[src/verilog/tpuPkg.sv]
// Instruction type, APB register offsets and bank ring types for the instruction buffer
package tpuPkg;

	////////////////////
	// Instruction word

	parameter int instrWidth = 32;                  // Bits per instruction
	typedef logic [instrWidth-1:0] instrT;           // Opaque to the buffer

	////////////////////
	// Bank ring

	parameter int numBanks = 2;                      // Ping and pong

	// Pointer into the ring and occupancy count
	typedef logic [$clog2(numBanks)-1:0] bankPtrT;
	typedef logic [$clog2(numBanks + 1)-1:0] bankCountT;

	////////////////////
	// Host register map

	localparam logic [31:0] regInstr  = 32'h0000_0000;   // Push one word
	localparam logic [31:0] regCommit = 32'h0000_0004;   // Close staging bank
	localparam logic [31:0] regStatus = 32'h0000_0008;   // Flags and counts

	// STATUS layout
	//   0      empty
	//   1      full
	//   3:2    ready banks
	//   31:16  staged words

endpackage

[src/verilog/ringBuffCtrl.sv]
// Ring buffer controller with write/read bank pointers and occupancy flags
`timescale 1ns/1ps

module ringBuffCtrl (
	input  logic              clock,
	input  logic              reset,
	input  logic              writeEnd,    // Staging bank committed
	input  logic              readEnd,     // Issuing bank released
	output tpuPkg::bankPtrT   writePtr,
	output tpuPkg::bankPtrT   readPtr,
	output logic              full,
	output logic              empty,
	output tpuPkg::bankCountT count
);

	localparam tpuPkg::bankPtrT lastPtr = tpuPkg::bankPtrT'(tpuPkg::numBanks - 1);

	logic doWrite;
	logic doRead;

	// Never overrun in either direction
	assign doWrite = writeEnd & ~full;
	assign doRead  = readEnd & ~empty;

	assign full  = (count == tpuPkg::bankCountT'(tpuPkg::numBanks));
	assign empty = (count == '0);

	always_ff @(posedge clock) begin
		if (reset) begin
			writePtr <= '0;
		end else if (doWrite) begin
			writePtr <= (writePtr == lastPtr) ? '0 : writePtr + 1'b1;
		end
	end

	always_ff @(posedge clock) begin
		if (reset) begin
			readPtr <= '0;
		end else if (doRead) begin
			readPtr <= (readPtr == lastPtr) ? '0 : readPtr + 1'b1;
		end
	end

	// Both ends in one cycle leave the occupancy alone
	always_ff @(posedge clock) begin
		if (reset) begin
			count <= '0;
		end else begin
			case ({doWrite, doRead})
				2'b10:   count <= count + 1'b1;
				2'b01:   count <= count - 1'b1;
				default: count <= count;
			endcase
		end
	end

endmodule

[src/verilog/instrMem.sv]
// Double-banked instruction store with staging counter, bank lengths and registered read port
`timescale 1ns/1ps

module instrMem #(
	parameter int  imemSize   = 64,
	localparam int addrWidth  = $clog2(imemSize),
	localparam int countWidth = $clog2(imemSize + 1)
) (
	input  logic                  clock,
	input  logic                  reset,

	// Host side
	input  logic                  storeReq,
	input  tpuPkg::instrT         storeInstr,
	input  logic                  commitReq,
	output logic                  storeOk,       // Store would be accepted
	output logic                  commitOk,      // Commit would be accepted

	// Fetch side
	input  logic                  loadReq,
	input  logic [addrWidth-1:0]  loadAddr,
	input  logic                  loadEnd,       // Last word of read bank taken
	output tpuPkg::instrT         loadInstr,
	output logic [countWidth-1:0] loadLength,

	// Status
	output logic                  empty,
	output logic                  full,
	output tpuPkg::bankCountT     readyCount,
	output logic [15:0]           storeCount
);

	////////////////////
	// Storage

	tpuPkg::instrT         bankMem [tpuPkg::numBanks][imemSize];
	logic [countWidth-1:0] bankLength [tpuPkg::numBanks];   // Set at commit

	logic [countWidth-1:0] storeAddr;    // Next free slot in staging bank
	tpuPkg::bankPtrT       writePtr;
	tpuPkg::bankPtrT       readPtr;
	logic                  storeWe;
	logic                  commitWe;

	////////////////////
	// Acceptance

	// A full ring means the staging bank is still queued or issuing
	assign storeOk  = ~full & (storeAddr != countWidth'(imemSize));
	assign commitOk = ~full & (storeAddr != '0);   // No empty programs

	assign storeWe  = storeReq & storeOk;
	assign commitWe = commitReq & commitOk;

	assign storeCount = 16'(storeAddr);

	// Staging counter restarts for the next bank
	always_ff @(posedge clock) begin
		if (reset) begin
			storeAddr <= '0;
		end else if (commitWe) begin
			storeAddr <= '0;
		end else if (storeWe) begin
			storeAddr <= storeAddr + 1'b1;
		end
	end

	always_ff @(posedge clock) begin
		if (storeWe) begin
			bankMem[writePtr][storeAddr[addrWidth-1:0]] <= storeInstr;
		end
	end

	// Program length follows the bank it was committed into
	always_ff @(posedge clock) begin
		if (commitWe) begin
			bankLength[writePtr] <= storeAddr;
		end
	end

	////////////////////
	// Read port

	always_ff @(posedge clock) begin
		if (loadReq) begin
			loadInstr <= bankMem[readPtr][loadAddr];   // One cycle latency
		end
	end

	assign loadLength = bankLength[readPtr];

	// Bank selection
	ringBuffCtrl ringBuffCtrl_i (
		.clock    (clock),
		.reset    (reset),
		.writeEnd (commitWe),
		.readEnd  (loadEnd),
		.writePtr (writePtr),
		.readPtr  (readPtr),
		.full     (full),
		.empty    (empty),
		.count    (readyCount)
	);

endmodule

[src/verilog/apbLoader.sv]
// APB slave decoding instruction push, commit and status registers
`timescale 1ns/1ps

module apbLoader (
	input  logic              clock,
	input  logic              reset,

	// APB slave
	input  logic              psel,
	input  logic              penable,
	input  logic              pwrite,
	input  logic [31:0]       paddr,
	input  logic [31:0]       pwdata,
	output logic [31:0]       prdata,
	output logic              pready,
	output logic              pslverr,

	// Requests to the store
	output logic              storeReq,
	output tpuPkg::instrT     storeInstr,
	output logic              commitReq,

	// Answers and status from the store
	input  logic              storeOk,
	input  logic              commitOk,
	input  logic              empty,
	input  logic              full,
	input  tpuPkg::bankCountT readyCount,
	input  logic [15:0]       storeCount
);

	logic        setupPhase;
	logic        accessPhase;
	logic        hitInstr;
	logic        hitCommit;
	logic        hitStatus;
	logic        mapped;
	logic        refused;       // Store or commit turned down
	logic [31:0] statusWord;

	assign setupPhase  = psel & ~penable;
	assign accessPhase = psel & penable;

	// Address decode
	assign hitInstr  = (paddr == tpuPkg::regInstr);
	assign hitCommit = (paddr == tpuPkg::regCommit);
	assign hitStatus = (paddr == tpuPkg::regStatus);
	assign mapped    = hitInstr | hitCommit | hitStatus;

	// Single pulse in the access cycle
	assign storeReq   = accessPhase & pwrite & hitInstr;
	assign commitReq  = accessPhase & pwrite & hitCommit;
	assign storeInstr = tpuPkg::instrT'(pwdata);

	assign refused = (storeReq & ~storeOk) | (commitReq & ~commitOk);

	assign pready  = 1'b1;   // No wait states
	assign pslverr = accessPhase & (~mapped | (pwrite & hitStatus) | refused);

	assign statusWord = {storeCount, 12'd0, readyCount, full, empty};

	// Read data is sampled in the setup cycle and held through access
	always_ff @(posedge clock) begin
		if (reset) begin
			prdata <= '0;
		end else if (setupPhase) begin
			prdata <= (~pwrite & hitStatus) ? statusWord : '0;
		end
	end

endmodule

[src/verilog/instrFetch.sv]
// Fetch FSM walking a committed bank and issuing words on a valid/ready stream
`timescale 1ns/1ps

module instrFetch #(
	parameter int  imemSize   = 64,
	localparam int addrWidth  = $clog2(imemSize),
	localparam int countWidth = $clog2(imemSize + 1)
) (
	input  logic                  clock,
	input  logic                  reset,

	// From the store
	input  logic                  empty,
	input  logic [countWidth-1:0] loadLength,
	input  tpuPkg::instrT         loadInstr,
	output logic                  loadReq,
	output logic [addrWidth-1:0]  loadAddr,
	output logic                  loadEnd,     // Bank done, release it

	// Issue stream to the core
	output logic                  issueValid,
	output tpuPkg::instrT         issueInstr,
	input  logic                  issueReady
);

	typedef enum logic [1:0] {
		stateIdle,   // Waiting for a ready bank
		stateRead,   // Read data arrives
		stateHold    // Word offered to the core
	} fetchStateT;

	fetchStateT state;
	logic       accepted;
	logic       lastWord;

	assign accepted = (state == stateHold) & issueReady;
	assign lastWord = ((countWidth'(loadAddr) + 1'b1) == loadLength);

	assign loadReq    = (state == stateIdle) & ~empty;
	assign loadEnd    = accepted & lastWord;
	assign issueValid = (state == stateHold);

	////////////////////
	// Control

	always_ff @(posedge clock) begin
		if (reset) begin
			state <= stateIdle;
		end else begin
			case (state)
				stateIdle: begin
					if (~empty) begin
						state <= stateRead;
					end
				end
				stateRead: begin
					state <= stateHold;
				end
				stateHold: begin
					if (issueReady) begin
						state <= stateIdle;   // Next word starts here
					end
				end
				default: begin
					state <= stateIdle;
				end
			endcase
		end
	end

	// Word address within the bank
	always_ff @(posedge clock) begin
		if (reset) begin
			loadAddr <= '0;
		end else if (accepted) begin
			loadAddr <= lastWord ? '0 : loadAddr + 1'b1;
		end
	end

	////////////////////
	// Issue register

	always_ff @(posedge clock) begin
		if (state == stateRead) begin
			issueInstr <= loadInstr;   // Stable until accepted
		end
	end

endmodule

[src/verilog/instrBufferTop.sv]
// Top level of the instruction buffer joining APB loader, banked store and fetch unit
`timescale 1ns/1ps

module instrBufferTop #(
	parameter int  imemSize   = 64,
	localparam int addrWidth  = $clog2(imemSize),
	localparam int countWidth = $clog2(imemSize + 1)
) (
	input  logic          clock,
	input  logic          reset,

	// Host port
	input  logic          psel,
	input  logic          penable,
	input  logic          pwrite,
	input  logic [31:0]   paddr,
	input  logic [31:0]   pwdata,
	output logic [31:0]   prdata,
	output logic          pready,
	output logic          pslverr,

	// Issue stream
	output logic          issueValid,
	output tpuPkg::instrT issueInstr,
	input  logic          issueReady
);

	// Loader to store
	logic                  storeReq;
	tpuPkg::instrT         storeInstr;
	logic                  commitReq;
	logic                  storeOk;
	logic                  commitOk;
	logic                  full;
	tpuPkg::bankCountT     readyCount;
	logic [15:0]           storeCount;

	// Store to fetch
	logic                  empty;
	logic                  loadReq;
	logic [addrWidth-1:0]  loadAddr;
	logic                  loadEnd;
	tpuPkg::instrT         loadInstr;
	logic [countWidth-1:0] loadLength;

	apbLoader apbLoader_i (
		.clock      (clock),
		.reset      (reset),
		.psel       (psel),
		.penable    (penable),
		.pwrite     (pwrite),
		.paddr      (paddr),
		.pwdata     (pwdata),
		.prdata     (prdata),
		.pready     (pready),
		.pslverr    (pslverr),
		.storeReq   (storeReq),
		.storeInstr (storeInstr),
		.commitReq  (commitReq),
		.storeOk    (storeOk),
		.commitOk   (commitOk),
		.empty      (empty),
		.full       (full),
		.readyCount (readyCount),
		.storeCount (storeCount)
	);

	instrMem #(
		.imemSize (imemSize)
	) instrMem_i (
		.clock      (clock),
		.reset      (reset),
		.storeReq   (storeReq),
		.storeInstr (storeInstr),
		.commitReq  (commitReq),
		.storeOk    (storeOk),
		.commitOk   (commitOk),
		.loadReq    (loadReq),
		.loadAddr   (loadAddr),
		.loadEnd    (loadEnd),
		.loadInstr  (loadInstr),
		.loadLength (loadLength),
		.empty      (empty),
		.full       (full),
		.readyCount (readyCount),
		.storeCount (storeCount)
	);

	instrFetch #(
		.imemSize (imemSize)
	) instrFetch_i (
		.clock      (clock),
		.reset      (reset),
		.empty      (empty),
		.loadLength (loadLength),
		.loadInstr  (loadInstr),
		.loadReq    (loadReq),
		.loadAddr   (loadAddr),
		.loadEnd    (loadEnd),
		.issueValid (issueValid),
		.issueInstr (issueInstr),
		.issueReady (issueReady)
	);

endmodule

[config.mk]
export PLATFORM = sky130hd
export DESIGN_NAME = instrBufferTop
export DESIGN_NICKNAME = d
export VERILOG_FILES = /design/src/verilog/tpuPkg.sv /design/src/verilog/ringBuffCtrl.sv /design/src/verilog/instrMem.sv /design/src/verilog/apbLoader.sv /design/src/verilog/instrFetch.sv /design/src/verilog/instrBufferTop.sv
export SDC_FILE = /design/constraint.sdc
export NUM_CORES = 2
export LEC_CHECK = 0
export ABC_CLOCK_PERIOD_IN_PS = 5100
export BUFFER_PORTS_ARGS = -buffer_cell sky130_fd_sc_hd__buf_2
export CAP_MARGIN = 20
export CORE_MARGIN = 8
export CORE_UTILIZATION = 23
export CTS_CLUSTER_SIZE = 12
export DETAILED_ROUTE_END_ITERATION = 8
export PLACE_DENSITY = 0.37
export SYNTH_ARGS = -nofsm -noshare
export SYNTH_HDL_FRONTEND = slang
export SYNTH_MEMORY_MAX_BITS = 65536
export SYNTH_SLANG_ARGS = --single-unit
[constraint.sdc]
create_clock -name clock -period 5.1 [get_ports clock]
set_input_delay 1.02 -clock clock [delete_from_list [all_inputs] [get_ports clock]]
set_output_delay 1.02 -clock clock [all_outputs]
set_load 0.005 [all_outputs]
==> run summary <==
Synth Cell Area: 160000 sq um
Cell variety after synth: 57
P_sw: 14.8 mW
Post-CTS Hold Fix Bufs: 0
Slew @ Worst Pin: 1.27 ns
Buffers on Ports: 114
post-synth top area share: 78.4%
clk slew on worst S/H paths: 0.06 ns
WP buf/inv: 2
clk buf depth: 4
Worst EP required: 4.08 ns
Total GRT Usage: 14.3%
Die Wd: 850 um
die height: 850 um
Die Footprint: 722000 sq um
First DRT Iteration DRCs: 8535
slowest stage cell on the critical path: dfxtp_1
post-route setup TNS: 0 ns
Final WS setup: 0.532 ns
register share of total power: 53.4%
cell family with most CP delay: simple AND/OR/NAND/NOR gates
Core Util, Final: 27.7%
Post-synth EDFFs: 4174
CP Launch Type: flop
peak supply drop: 0.306 mV
Hold Vio Cnt, Final: 0
P_leak: 55.9 nW
CTS tree: built
crit end category: output pin
initial antenna violation count: 71
# resized after CTS: 0
layout cells sized above 1: 29.1%
RSZ-0062 raised after global routing: false
DRC: 0
Max-slew headroom: 15.5%
yosys warns: 0
Pwr Total: 71.1 mW
FP Rows: 306
CP Max Fanout: 11
routed len/inst: 30.4 um
fill cell count: 68.2k
final std cells w/o fill: 17.5k
first-pass GRT wire length: 720 mm
path type of the worst min-delay path: in -> reg
Setup CP Type: reg -> out
Clock Skew: 0.0823 ns
area leader, netlist: edfxtp_1
Sink Count: 4205
commonest non-fill, non-tap cell in the layout: edfxtp_1
nets: 7954
placed insts: 16.7k
ys async rst share: 0%
Routed WL: 533 mm
status: completed
total CTS buffers: 467
H-tree levels: 5
Seq/Total Area, Yosys: 78.8%
largest net degree at the start of global routing: 97
Setup-failing EPs final: 0
Seq cells post-synth: 4205
Avg Inst Size Synth: 22.2 sq um
fmax: 219 MHz
ranking of synthesized cells by area: edfxtp_1 (78%), mux4_2 (13%), mux2i_1 (1.9%), a22oi_1 (0.96%), o22ai_1 (0.62%)
synthesized instance count: 7193
final slew viol count: 0
P per Cell Area: 370 nW/um^2
dpl hpwl: 335 mm
crit-path max cell delay: 0.82 ns
number of global-route vias before repair: 79.8k
clock root buffer: clkbuf_16
Synth Flop Type: edfxtp_1
commonest non-fill, non-tap cells in the layout: edfxtp_1 (4174), mux4_2 (910), clkbuf_16 (469)
via/cell ratio: 4.47
Initial Util: 23.0%
Power Internal: 56.3 mW
max_cap viols: 0
Design Area, Final: 192000 sq um
DP Area: 177000 sq um
critical path's most frequent cell: nor2_1
Comb power frac: 1.2%
Placer Congestion: 0.793
Skew-Pair Late Insertion Delay: 1.02 ns
Setup Buffers After CTS: 0
ANT nets after route: 0
min Tclk post-route: 4.57 ns
Area Overhead vs Synth: 20.2%
Setup WS pre-CTS: 0.487 ns
Worst Path Arrival: 3.55 ns
Final Cycle Share: 89.6%
hold_ws: 0.332 ns
core area: 693000 sq um
grt ovf: 0
Top Ports: 137
clock network power share: 45.4%
ordered list of cells on the worst path: inv_1, ha_1, nand3b_1, nor2_1, nor2_1, o2111ai_1, and3_1, buf_2
via count: 78.4k
Net Sw Frac: 20.8%
drt first pass iters: 5
==> synthesized netlist by cell type, types with 31 or more instances <==
| cell type | number |
|---|---|
| a21oi_1 | 152 |
| a22oi_1 | 204 |
| mux2i_1 | 297 |
| nor2_1 | 204 |
| edfxtp_1 | 4174 |
| dfxtp_1 | 31 |
| nor4_1 | 36 |
| o22ai_1 | 158 |
| o221ai_1 | 32 |
| o21ai_0 | 56 |
| a211oi_1 | 34 |
| buf_2 | 122 |
| clkbuf_1 | 220 |
| buf_4 | 59 |
| nor3_1 | 49 |
| mux2_2 | 83 |
| nand2_1 | 115 |
| mux4_2 | 910 |
==> power by group through the flow <==
stage,logic [mW],registers (mW),clock network (mW)
2_1_floorplan,0.0249,38.7,0
3_3_place_gp,0.880,38.7,0
3_5_place_dp,0.922,38.7,0
4_1_cts,0.920,38.0,33.2
5_1_grt,0.941,37.9,34.3
6_report,0.873,38.0,32.2
==> kinds of logic (layout without fill, tap and decap cells) <==
kind of cell / count (synthesis) / after routing / synth area share (%)
other: 2 / 70 / 0.00470
multiplexers: 1290 / 1290 / 15.3
adder cells (fa/ha/maj): 4 / 4 / 0.0313
buffers and inverters: 439 / 1486 / 1.28
AO/OA/AOI/OAI: 720 / 720 / 2.98
XOR/XNOR: 22 / 22 / 0.121
flip-flops: 4205 / 4205 / 78.8
AND/OR/NAND/NOR: 511 / 511 / 1.49
==> flip-flops by register name (all words and copies together), names as in the netlist, named ones only <==
signal,flops
instrFetch_i.loadAddr,6
instrMem_i.bankLength,14
instrMem_i.ringBuffCtrl_i.count,2
instrMem_i.loadInstr,32
instrMem_i.ringBuffCtrl_i.readPtr,1
instrMem_i.ringBuffCtrl_i.writePtr,1
instrFetch_i.issueInstr,32
instrFetch_i.state,2
instrMem_i.storeAddr,7
instrMem_i.bankMem,4096
apbLoader_i.prdata,11
==> final timing paths <==
kind	to	slack [ns]	depth (start not counted)	start
min reg2reg	flop	0.49	2	instrMem_i.ringBuffCtrl_i.readPtr$_SDFFE_PP0P_
max	pslverr	0.53	8	instrMem_i.storeAddr[1]$_SDFFE_PP0N_
min	instrFetch_i.loadAddr[1]$_SDFFE_PP0P_	0.33	3	issueReady
max reg2reg	instrMem_i.loadInstr[25]$_DFFE_PP_	0.56	9	flop
==> area by class of cell <==
class	instances	area, sq um	area share [%]
Inverter	7	26.3	0.0137
Sequential cell	4205	126000	65.6
Clock buffer	586	12200	6.34
Multi-Input combinational cell	2569	33000	17.2
Clock inverter	263	2290	1.19
Timing Repair Buffer	630	6910	3.60
Antenna cell	48	120	0.0625
Tap cell	9240	11600	6.02
==> tightest hold or removal path: stages <==
cell and delay [ns]:
buf_2 0.14, nand3_1 0.08, a21oi_1 0.05
==> per-layer routing <==
metal | part of all wire (%) | track usage [%]
met2 | 47 | 23.2
met4 | 2.0 | 2.76
met3 | 5.7 | 2.09
met5 | 0 | 0
met1 | 45 | 20.3
No activity file was read; power rests on OpenSTA's default activity.
